==> src/rtl/periph_map_pkg.sv <==
// ################################################
// Address map and interrupt IDs; bits 15:12 pick a
// peripheral, bits 3:2 pick a word register
// ################################################

package periph_map_pkg;

  localparam int NUM_PERIPH     = 3;
  localparam int PERIPH_SEL_LSB = 12;
  localparam int PERIPH_SEL_W   = 4;
  localparam int REG_OFF_LSB    = 2;

  typedef logic [1:0] idx_t;
  typedef logic [1:0] reg_off_t;

  localparam idx_t GPIO_IDX  = 2'd0;
  localparam idx_t TIMER_IDX = 2'd1;
  localparam idx_t IRQ_IDX   = 2'd2;

  localparam reg_off_t GPIO_IN_OFF      = 2'd0;
  localparam reg_off_t GPIO_OUT_OFF     = 2'd1;
  localparam reg_off_t GPIO_OE_OFF      = 2'd2;
  localparam reg_off_t GPIO_RISE_EN_OFF = 2'd3;

  localparam reg_off_t TMR_COUNT_OFF   = 2'd0;
  localparam reg_off_t TMR_COMPARE_OFF = 2'd1;
  localparam reg_off_t TMR_CTRL_OFF    = 2'd2;

  localparam reg_off_t IRQ_PENDING_OFF = 2'd0;
  localparam reg_off_t IRQ_ENABLE_OFF  = 2'd1;
  localparam reg_off_t IRQ_CLAIM_OFF   = 2'd2;

  localparam int IRQ_TIMER_ID  = 1;
  localparam int IRQ_GPIO_BASE = 2;

endpackage

==> src/rtl/periph_bus_pkg.sv <==
// ################################################
// Register bus widths, fixed at a 32-bit data path
// ################################################

package periph_bus_pkg;

  localparam int ADDR_W = 32;
  localparam int DATA_W = 32;
  localparam int SEL_W  = DATA_W / 8;

  typedef logic [ADDR_W-1:0] addr_t;
  typedef logic [DATA_W-1:0] data_t;
  typedef logic [SEL_W-1:0]  sel_t;

  // Replace only the bytes whose select bit is set
  function automatic data_t be_merge(data_t old_val, data_t new_val, sel_t be);
    data_t res;
    res = old_val;
    for (int b = 0; b < SEL_W; b++) begin
      if (be[b]) res[b*8 +: 8] = new_val[b*8 +: 8];
    end
    return res;
  endfunction

endpackage
==> src/rtl/peripheral_subsystem.sv <==
// ################################################
// Wishbone peripheral subsystem; ext_irq_i lines
// are taken as already synchronous to clk_i
// ################################################
`timescale 1ns/1ps

module peripheral_subsystem #(
  parameter int GPIO_W    = 8,
  parameter int N_EXT_IRQ = 4
) (
  input  logic                  clk_i,
  input  logic                  reset_i,
  input  logic                  wb_cyc_i,
  input  logic                  wb_stb_i,
  input  logic                  wb_we_i,
  input  periph_bus_pkg::addr_t wb_adr_i,
  input  periph_bus_pkg::data_t wb_dat_i,
  input  periph_bus_pkg::sel_t  wb_sel_i,
  output periph_bus_pkg::data_t wb_dat_o,
  output logic                  wb_ack_o,
  output logic                  wb_err_o,
  input  logic [GPIO_W-1:0]     gpio_i,
  output logic [GPIO_W-1:0]     gpio_o,
  output logic [GPIO_W-1:0]     gpio_oe_o,
  input  logic [N_EXT_IRQ-1:0]  ext_irq_i,
  output logic                  irq_o
);

  logic                  reg_valid, reg_write, reg_error;
  periph_bus_pkg::addr_t reg_addr;
  periph_bus_pkg::data_t reg_wdata, reg_rdata;
  periph_bus_pkg::sel_t  reg_be;
  logic                  gpio_valid, timer_valid, irq_valid;
  periph_bus_pkg::data_t gpio_rdata, timer_rdata, irq_rdata;
  logic [GPIO_W-1:0]     gpio_rise;
  logic                  timer_match;

  wb_reg_bridge i_bridge (
    .clk_i, .reset_i,
    .wb_cyc_i, .wb_stb_i, .wb_we_i, .wb_adr_i, .wb_dat_i, .wb_sel_i,
    .wb_dat_o, .wb_ack_o, .wb_err_o,
    .reg_valid_o(reg_valid), .reg_write_o(reg_write), .reg_addr_o(reg_addr),
    .reg_wdata_o(reg_wdata), .reg_be_o(reg_be),
    .reg_rdata_i(reg_rdata), .reg_error_i(reg_error)
  );

  periph_decode i_decode (
    .reg_valid_i(reg_valid), .reg_addr_i(reg_addr),
    .gpio_valid_o(gpio_valid), .timer_valid_o(timer_valid), .irq_valid_o(irq_valid),
    .gpio_rdata_i(gpio_rdata), .timer_rdata_i(timer_rdata), .irq_rdata_i(irq_rdata),
    .reg_rdata_o(reg_rdata), .reg_error_o(reg_error)
  );

  gpio_regs #(.GPIO_W(GPIO_W)) i_gpio (
    .clk_i, .reset_i,
    .valid_i(gpio_valid), .write_i(reg_write), .addr_i(reg_addr),
    .wdata_i(reg_wdata), .be_i(reg_be), .rdata_o(gpio_rdata),
    .gpio_i, .gpio_o, .gpio_oe_o, .rise_o(gpio_rise)
  );

  timer_regs i_timer (
    .clk_i, .reset_i,
    .valid_i(timer_valid), .write_i(reg_write), .addr_i(reg_addr),
    .wdata_i(reg_wdata), .be_i(reg_be), .rdata_o(timer_rdata),
    .match_o(timer_match)
  );

  irq_gather #(.GPIO_W(GPIO_W), .N_EXT_IRQ(N_EXT_IRQ)) i_irq (
    .clk_i, .reset_i,
    .valid_i(irq_valid), .write_i(reg_write), .addr_i(reg_addr),
    .wdata_i(reg_wdata), .be_i(reg_be), .rdata_o(irq_rdata),
    .timer_i(timer_match), .gpio_i(gpio_rise), .ext_i(ext_irq_i), .irq_o
  );

endmodule

==> src/rtl/irq_gather.sv <==
// ################################################
// Rising-edge interrupt collector, at most 32 IDs;
// ID 0 never pends, CLAIM reads lowest active ID
// ################################################
`timescale 1ns/1ps

module irq_gather #(
  parameter int GPIO_W    = 8,
  parameter int N_EXT_IRQ = 4
) (
  input  logic                  clk_i,
  input  logic                  reset_i,
  input  logic                  valid_i,
  input  logic                  write_i,
  input  periph_bus_pkg::addr_t addr_i,
  input  periph_bus_pkg::data_t wdata_i,
  input  periph_bus_pkg::sel_t  be_i,
  output periph_bus_pkg::data_t rdata_o,
  input  logic                  timer_i,
  input  logic [GPIO_W-1:0]     gpio_i,
  input  logic [N_EXT_IRQ-1:0]  ext_i,
  output logic                  irq_o
);

  localparam int EXT_BASE = periph_map_pkg::IRQ_GPIO_BASE + GPIO_W;
  localparam int N_SRC    = EXT_BASE + N_EXT_IRQ;
  localparam int ID_W     = $clog2(N_SRC);

  typedef logic [ID_W-1:0] id_t;

  periph_map_pkg::reg_off_t off;
  logic                     wr;
  logic [N_SRC-1:0]         src, src_q, pending_q, enable_q, active, clr;
  periph_bus_pkg::data_t    clr_word, enable_next;
  id_t                      claim_id;

  assign off = addr_i[periph_map_pkg::REG_OFF_LSB +: 2];
  assign wr  = valid_i && write_i;

  assign src[0]                                          = 1'b0;
  assign src[periph_map_pkg::IRQ_TIMER_ID]               = timer_i;
  assign src[periph_map_pkg::IRQ_GPIO_BASE +: GPIO_W]    = gpio_i;
  assign src[EXT_BASE +: N_EXT_IRQ]                      = ext_i;

  // Write-one-to-clear mask, limited to selected bytes
  assign clr_word    = periph_bus_pkg::be_merge('0, wdata_i, be_i);
  assign clr         = (wr && off == periph_map_pkg::IRQ_PENDING_OFF) ? clr_word[N_SRC-1:0] : '0;
  assign enable_next = periph_bus_pkg::be_merge(periph_bus_pkg::data_t'(enable_q), wdata_i, be_i);

  always_ff @(posedge clk_i) begin
    if (reset_i) begin
      src_q     <= '0;
      pending_q <= '0;
      enable_q  <= '0;
      irq_o     <= 1'b0;
    end else begin
      src_q     <= src;
      pending_q <= (pending_q & ~clr) | (src & ~src_q);
      if (wr && off == periph_map_pkg::IRQ_ENABLE_OFF) enable_q <= enable_next[N_SRC-1:0];
      irq_o <= |active;
    end
  end

  assign active = pending_q & enable_q;

  always_comb begin
    claim_id = '0;
    for (int i = N_SRC - 1; i > 0; i--) begin
      if (active[i]) claim_id = id_t'(i);
    end
  end

  always_comb begin
    case (off)
      periph_map_pkg::IRQ_PENDING_OFF: rdata_o = periph_bus_pkg::data_t'(pending_q);
      periph_map_pkg::IRQ_ENABLE_OFF:  rdata_o = periph_bus_pkg::data_t'(enable_q);
      periph_map_pkg::IRQ_CLAIM_OFF:   rdata_o = periph_bus_pkg::data_t'(claim_id);
      default:                         rdata_o = '0;
    endcase
  end

endmodule

==> src/rtl/timer_regs.sv <==
// ################################################
// 32-bit up counter; a COUNT write wins over the
// increment in the same cycle
// ################################################
`timescale 1ns/1ps

module timer_regs (
  input  logic                  clk_i,
  input  logic                  reset_i,
  input  logic                  valid_i,
  input  logic                  write_i,
  input  periph_bus_pkg::addr_t addr_i,
  input  periph_bus_pkg::data_t wdata_i,
  input  periph_bus_pkg::sel_t  be_i,
  output periph_bus_pkg::data_t rdata_o,
  output logic                  match_o
);

  periph_map_pkg::reg_off_t off;
  logic                     wr;
  periph_bus_pkg::data_t    count_q, compare_q;
  logic                     en_q;

  assign off = addr_i[periph_map_pkg::REG_OFF_LSB +: 2];
  assign wr  = valid_i && write_i;

  always_ff @(posedge clk_i) begin
    if (reset_i) begin
      count_q   <= '0;
      compare_q <= '0;
      en_q      <= 1'b0;
    end else begin
      if (wr && off == periph_map_pkg::TMR_COUNT_OFF) begin
        count_q <= periph_bus_pkg::be_merge(count_q, wdata_i, be_i);
      end else if (en_q) begin
        count_q <= count_q + 1'b1;
      end
      if (wr && off == periph_map_pkg::TMR_COMPARE_OFF) begin
        compare_q <= periph_bus_pkg::be_merge(compare_q, wdata_i, be_i);
      end
      // Only bit 0 of CTRL exists
      if (wr && off == periph_map_pkg::TMR_CTRL_OFF && be_i[0]) en_q <= wdata_i[0];
    end
  end

  always_comb begin
    case (off)
      periph_map_pkg::TMR_COUNT_OFF:   rdata_o = count_q;
      periph_map_pkg::TMR_COMPARE_OFF: rdata_o = compare_q;
      periph_map_pkg::TMR_CTRL_OFF:    rdata_o = {{(periph_bus_pkg::DATA_W-1){1'b0}}, en_q};
      default:                         rdata_o = '0;
    endcase
  end

  assign match_o = en_q && (count_q == compare_q);

endmodule

==> src/rtl/gpio_regs.sv <==
// ################################################
// GPIO block, GPIO_W up to 32; inputs pass a two
// flop synchronizer before IN and edge detection
// ################################################
`timescale 1ns/1ps

module gpio_regs #(
  parameter int GPIO_W = 8
) (
  input  logic                  clk_i,
  input  logic                  reset_i,
  input  logic                  valid_i,
  input  logic                  write_i,
  input  periph_bus_pkg::addr_t addr_i,
  input  periph_bus_pkg::data_t wdata_i,
  input  periph_bus_pkg::sel_t  be_i,
  output periph_bus_pkg::data_t rdata_o,
  input  logic [GPIO_W-1:0]     gpio_i,
  output logic [GPIO_W-1:0]     gpio_o,
  output logic [GPIO_W-1:0]     gpio_oe_o,
  output logic [GPIO_W-1:0]     rise_o
);

  periph_map_pkg::reg_off_t off;
  logic                     wr;
  logic [GPIO_W-1:0]        sync1_q, in_q, in_prev_q;
  logic [GPIO_W-1:0]        out_q, oe_q, rise_en_q, rise_q;
  periph_bus_pkg::data_t    out_next, oe_next, rise_en_next;

  assign off = addr_i[periph_map_pkg::REG_OFF_LSB +: 2];
  assign wr  = valid_i && write_i;

  assign out_next     = periph_bus_pkg::be_merge(periph_bus_pkg::data_t'(out_q), wdata_i, be_i);
  assign oe_next      = periph_bus_pkg::be_merge(periph_bus_pkg::data_t'(oe_q), wdata_i, be_i);
  assign rise_en_next = periph_bus_pkg::be_merge(periph_bus_pkg::data_t'(rise_en_q), wdata_i,
                                                 be_i);

  always_ff @(posedge clk_i) begin
    if (reset_i) begin
      sync1_q   <= '0;
      in_q      <= '0;
      in_prev_q <= '0;
      rise_q    <= '0;
      out_q     <= '0;
      oe_q      <= '0;
      rise_en_q <= '0;
    end else begin
      sync1_q   <= gpio_i;
      in_q      <= sync1_q;
      in_prev_q <= in_q;
      rise_q    <= in_q & ~in_prev_q & rise_en_q;
      if (wr && off == periph_map_pkg::GPIO_OUT_OFF)     out_q     <= out_next[GPIO_W-1:0];
      if (wr && off == periph_map_pkg::GPIO_OE_OFF)      oe_q      <= oe_next[GPIO_W-1:0];
      if (wr && off == periph_map_pkg::GPIO_RISE_EN_OFF) rise_en_q <= rise_en_next[GPIO_W-1:0];
    end
  end

  always_comb begin
    case (off)
      periph_map_pkg::GPIO_IN_OFF:  rdata_o = periph_bus_pkg::data_t'(in_q);
      periph_map_pkg::GPIO_OUT_OFF: rdata_o = periph_bus_pkg::data_t'(out_q);
      periph_map_pkg::GPIO_OE_OFF:  rdata_o = periph_bus_pkg::data_t'(oe_q);
      default:                      rdata_o = periph_bus_pkg::data_t'(rise_en_q);
    endcase
  end

  assign gpio_o    = out_q;
  assign gpio_oe_o = oe_q;
  assign rise_o    = rise_q;

endmodule

==> src/rtl/periph_decode.sv <==
// ################################################
// Combinational decode; unmapped index gives error
// ################################################
`timescale 1ns/1ps

module periph_decode (
  input  logic                  reg_valid_i,
  input  periph_bus_pkg::addr_t reg_addr_i,
  output logic                  gpio_valid_o,
  output logic                  timer_valid_o,
  output logic                  irq_valid_o,
  input  periph_bus_pkg::data_t gpio_rdata_i,
  input  periph_bus_pkg::data_t timer_rdata_i,
  input  periph_bus_pkg::data_t irq_rdata_i,
  output periph_bus_pkg::data_t reg_rdata_o,
  output logic                  reg_error_o
);

  logic [periph_map_pkg::PERIPH_SEL_W-1:0] sel_field;
  periph_map_pkg::idx_t                    idx;
  logic                                    mapped;

  assign sel_field = reg_addr_i[periph_map_pkg::PERIPH_SEL_LSB +: periph_map_pkg::PERIPH_SEL_W];
  assign mapped    = (sel_field < periph_map_pkg::NUM_PERIPH);
  assign idx       = periph_map_pkg::idx_t'(sel_field);

  always_comb begin
    gpio_valid_o  = 1'b0;
    timer_valid_o = 1'b0;
    irq_valid_o   = 1'b0;
    reg_rdata_o   = '0;
    if (mapped) begin
      case (idx)
        periph_map_pkg::GPIO_IDX: begin
          gpio_valid_o = reg_valid_i;
          reg_rdata_o  = gpio_rdata_i;
        end
        periph_map_pkg::TIMER_IDX: begin
          timer_valid_o = reg_valid_i;
          reg_rdata_o   = timer_rdata_i;
        end
        periph_map_pkg::IRQ_IDX: begin
          irq_valid_o = reg_valid_i;
          reg_rdata_o = irq_rdata_i;
        end
        default: reg_rdata_o = '0;
      endcase
    end
  end

  assign reg_error_o = reg_valid_i && !mapped;

endmodule

==> src/rtl/wb_reg_bridge.sv <==
// ################################################
// Wishbone classic slave, one transfer at a time;
// ack or err two edges after the request is sampled
// ################################################
`timescale 1ns/1ps

module wb_reg_bridge (
  input  logic                 clk_i,
  input  logic                 reset_i,
  input  logic                 wb_cyc_i,
  input  logic                 wb_stb_i,
  input  logic                 wb_we_i,
  input  periph_bus_pkg::addr_t wb_adr_i,
  input  periph_bus_pkg::data_t wb_dat_i,
  input  periph_bus_pkg::sel_t  wb_sel_i,
  output periph_bus_pkg::data_t wb_dat_o,
  output logic                 wb_ack_o,
  output logic                 wb_err_o,
  output logic                 reg_valid_o,
  output logic                 reg_write_o,
  output periph_bus_pkg::addr_t reg_addr_o,
  output periph_bus_pkg::data_t reg_wdata_o,
  output periph_bus_pkg::sel_t  reg_be_o,
  input  periph_bus_pkg::data_t reg_rdata_i,
  input  logic                 reg_error_i
);

  typedef enum logic [1:0] {IDLE, ISSUE, RESPOND} state_e;

  state_e                state_q;
  logic                  we_q;
  periph_bus_pkg::addr_t adr_q;
  periph_bus_pkg::data_t wdat_q;
  periph_bus_pkg::sel_t  sel_q;
  periph_bus_pkg::data_t rdata_q;
  logic                  dec_err_q;
  logic                  ack_q;
  logic                  err_q;

  always_ff @(posedge clk_i) begin
    if (reset_i) begin
      state_q   <= IDLE;
      dec_err_q <= 1'b0;
      ack_q     <= 1'b0;
      err_q     <= 1'b0;
    end else begin
      ack_q <= 1'b0;
      err_q <= 1'b0;
      case (state_q)
        // Master still holds stb during the response cycle
        IDLE: if (wb_cyc_i && wb_stb_i && !ack_q && !err_q) state_q <= ISSUE;
        ISSUE: begin
          dec_err_q <= reg_error_i;
          state_q   <= RESPOND;
        end
        RESPOND: begin
          ack_q   <= !dec_err_q;
          err_q   <= dec_err_q;
          state_q <= IDLE;
        end
        default: state_q <= IDLE;
      endcase
    end
  end

  always_ff @(posedge clk_i) begin
    if (state_q == IDLE) begin
      we_q   <= wb_we_i;
      adr_q  <= wb_adr_i;
      wdat_q <= wb_dat_i;
      sel_q  <= wb_sel_i;
    end
    if (state_q == ISSUE) rdata_q <= reg_rdata_i;
  end

  assign reg_valid_o = (state_q == ISSUE);
  assign reg_write_o = we_q;
  assign reg_addr_o  = adr_q;
  assign reg_wdata_o = wdat_q;
  assign reg_be_o    = sel_q;

  assign wb_ack_o = ack_q;
  assign wb_err_o = err_q;
  assign wb_dat_o = ack_q ? rdata_q : '0;

endmodule

==> config.mk <==
export PLATFORM = sky130hd
export DESIGN_NAME = peripheral_subsystem
export DESIGN_NICKNAME = d
export VERILOG_FILES = /design/src/rtl/periph_map_pkg.sv /design/src/rtl/periph_bus_pkg.sv /design/src/rtl/peripheral_subsystem.sv /design/src/rtl/irq_gather.sv /design/src/rtl/timer_regs.sv /design/src/rtl/gpio_regs.sv /design/src/rtl/periph_decode.sv /design/src/rtl/wb_reg_bridge.sv
export SDC_FILE = /design/constraint.sdc
export NUM_CORES = 1
export LEC_CHECK = 0
export BUFFER_PORTS_ARGS = -buffer_cell sky130_fd_sc_hd__buf_2
export CAP_MARGIN = 30
export CORE_UTILIZATION = 50
export DETAILED_ROUTE_END_ITERATION = 8
export GPL_TIMING_DRIVEN = 0
export PLACE_DENSITY = 0.67
export SETUP_SLACK_MARGIN = 0.15
export SYNTH_ARGS = -nofsm -noshare
export SYNTH_HDL_FRONTEND = slang
export SYNTH_SLANG_ARGS = --single-unit
export TNS_END_PERCENT = 10
==> constraint.sdc <==
create_clock -name clk_i -period 7.56 [get_ports clk_i]
set_clock_uncertainty 0.05 [all_clocks]
set_input_delay 0 -clock clk_i [delete_from_list [all_inputs] [get_ports clk_i]]
set_output_delay 0 -clock clk_i [all_outputs]
set_load 0.02 [all_outputs]
==> summary.txt <==
Run status
  • Status: completed

Place
  • GPL Wtd Cong: 0.949
  • DP Wirelength: 22,300 um
  • Placed Cells: 1,443
  • Area post-placement: 0.0115 mm^2
  • Port Buffers: 109
  • Pre-CTS WS: 4.62 ns

Timing
  • Fin crit share: 0.385
  • Final setup violation count: 0
  • Setup_tns: 0 ns
  • RSZ-0062 raised after global routing: no
  • Setup WS post-layout: 4.65 ns
  • Fin. Hold Viols: 0
  • Max-slew violation count: 0
  • Minimum clock period: 2.91 ns
  • Worst Max-Slew Pin Slew: 0.929 ns
  • Slew Limit Headroom: 0.379
  • Highest clock rate: 344 MHz

Synthesis
  • Top cells by count, synth: dfxtp_1, nand2_1, nor2_1, edfxtp_1, mux2i_1
  • Sequential fraction of the synthesis area: 0.530
  • Cell taking the most area after synthesis: dfxtp_1
  • Syn_nets: 1,145
  • Warning count from the yosys run: 0
  • Share of the synthesized area in the top cell type: 0.318
  • Synthesized netlist cell count: 1,059
  • Post-synth EDFFs: 75
  • Dominant cells by area after synthesis: dfxtp_1, edfxtp_1, mux2i_1
  • Post-synth top flop: dfxtp_1
  • Synth unique cells: 75
  • Mean post-synth cell area: 10.0 um^2
  • Synth Cell Area: 0.0106 mm^2
  • Most frequent cell after synthesis: dfxtp_1
  • #FFs+latches synth: 243
  • Asr flop ratio synth: 0

Floorplanning
  • Core area: 0.0205 mm^2
  • Io pins: 136
  • Die area: 0.0218 mm^2
  • # rows: 52
  • Initial core utilization: 0.517
  • Die width: 148 um
  • Die Y: 148 um

Finish
  • Layout cells sized above 1: 0.155
  • Syn-to-layout area delta: 22.1%
  • Multi-input gate area: 0.00471 mm^2
  • Final std cells w/o fill: 1,550
  • N_diodes: 0
  • NumNets Final: 1,346
  • Fin area: 0.0129 mm^2
  • Fillers: 1,714
  • Register Area: 0.00562 mm^2

Global routing
  • Initial antenna violation count: 0
  • Gr usage total: 0.291
  • Grt total ovfl: 0
  • Vias in the first global route: 8,361
  • Largest net degree at the start of global routing: 36
  • First-pass GRT wire length: 48,100 um

Clock network
  • CTS tree: yes
  • Clock Pin Slew Worst Setup and Hold Paths: 0.06 ns
  • Clk Latency, worst-skew pair: 0.53 ns
  • Clk buf depth: 3
  • Htree depth: 1
  • CTS Buf Count: 26
  • CTS sink count: 243
  • Clock root cell: clkbuf_16
  • Resized cells post-CTS: 0

Drt
  • Via count: 8,885
  • Met3 wire len: 2800 um
  • WL met1: 14,000 um
  • Total wire length: 31,400 um
  • Routed Antenna Nets: 0
  • DRC viols: 0
  • DR WL/cell: 20.3 um
  • DR top layer: met4
  • Pre-Repair DR Iteration Count: 6
  • Starting DRC count in detailed routing: 960
  • Mean number of vias per cell: 5.73
  • WL met2: 13,900 um

Critical path
  • CP arrival: 3.13 ns
  • Crit. End Element: register
  • Required @ worst endpoint: 7.78 ns
  • Setup crit start kind: register
  • Worst-path fanout max: 10
  • CP Class: register to register
  • CP max-delay cell: buf_1
  • Crit path cell chain: buf_2, buf_1, inv_1, nor2_1, clkbuf_1, nand2_1, o31ai_1
  • Critical path's largest stage delay: 0.61 ns

Power
  • Leakage power: 0.00498 uW
  • Pwr dens: 215 mW/mm^2
  • Max VDD drop: 0.000142 V

Job
  • Max-cap violations: 0

Min path
  • Worst hold path class: input pin to register
power by group:
group          total, uW  leakage (uW)  switching [uW]  internal (uW)
Clock               1210      0.000402             515            695
Combinational        157       0.00247            89.4           67.4
Sequential          1410       0.00210            35.3           1380
logic make-up (layout without fill, tap and decap cells):
logic type | Yosys count | after routing | synth area share
buffers and inverters | 66 | 287 | 0.0263
muxes | 83 | 83 | 0.0881
AOI/OAI and AO/OA | 164 | 164 | 0.102
adders and majority gates | 1 | 1 | 0.00118
DFF | 243 | 243 | 0.530
xor gates and xnor gates | 31 | 31 | 0.0256
and+or+nand+nor | 471 | 471 | 0.227
placed cells by master, fill, tap and decap left out, types with 10 or more instances in the layout:
cell	count
a211oi_1	15
a21oi_1	68
a22oi_1	13
and2_1	41
and3_1	11
buf_2	131
clkbuf_1	37
clkbuf_16	27
dfxtp_1	168
dlygate4sd3_1	58
edfxtp_1	75
mux2i_1	73
nand2_1	127
nand3_1	24
nand4_1	14
nor2_1	100
nor2b_1	52
nor3_1	31
nor4_1	18
or3_1	10
xnor2_1	20
xor2_1	11
timing repair:
item / in CTS / in global routing
hold buffers: 58 / 0
endpoints found under the setup margin: 0 / 0
endpoints found under the hold margin: 67 / 0
setup buffers: 0 / 0
sequential cells by signal, summed over array words and instances, names as in the netlist, 4 cells and up:
signal	cells
i_bridge.reg_wdata_o	32
i_gpio.gpio_o	8
i_irq.enable_q	14
i_bridge.rdata_q	32
i_timer.count_q	32
i_bridge.reg_addr_o	6
i_gpio.sync1_q	8
i_gpio.in_q	8
i_irq.pending_q	14
i_gpio.rise_o	8
i_irq.src_q	13
i_gpio.gpio_oe_o	8
i_gpio.rise_en_q	8
i_bridge.reg_be_o	4
i_timer.compare_q	32
i_gpio.in_prev_q	8
layer usage:
metal / vias up / global-route usage
met1: 4193 / 0.420
li1: 4193 / -
met4: 0 / 0.0680
met5: - / 0
met2: 447 / 0.455
met3: 52 / 0.0519
through the flow:
stage / utilization / hold WS, ns / total power, uW
global placement: 0.560 / 0.126 / 1570
CTS: 0.631 / 0.117 / 2790
detailed placement: 0.563 / 0.128 / 1570
global route: 0.631 / 0.126 / 2860
floorplan: - / 0.0294 / 1500
finish: 0.631 / 0.133 / 2780
area by class of cell:
cell class | count | share of cell area
sequential | 243 | 0.434
multi-input combinational | 750 | 0.365
timing repair buffer | 173 | 0.0906
clock buffer | 32 | 0.0545
tap | 270 | 0.0261
buffer | 60 | 0.0198
clock inverter | 16 | 0.00842
inverter | 6 | 0.00174
worst paths after layout:
check	from	to	slack, ns	cells past startpoint
max	i_bridge.reg_addr_o[3]$_DFFE_PN_	i_bridge.rdata_q[0]$_SDFFCE_PP0N_	4.65	7
max reg2reg	i_bridge.reg_addr_o[3]$_DFFE_PN_	i_bridge.rdata_q[0]$_SDFFCE_PP0N_	4.65	7
min	wb_sel_i[1]	i_bridge.reg_be_o[1]$_DFFE_PN_	0.13	2
min reg2reg	i_irq.src_q[1]$_SDFF_PP0_	i_irq.pending_q[1]$_SDFF_PP0_	0.36	1
worst max-delay path, delay by kind of cell (launching register included):
family	cells	cell delay, ns
AOI/OAI and AO/OA	1	0.44
buffers and inverters	4	1.47
DFF	1	0.31
and+or+nand+nor	2	0.38
Power figures use the tool's default switching activity.
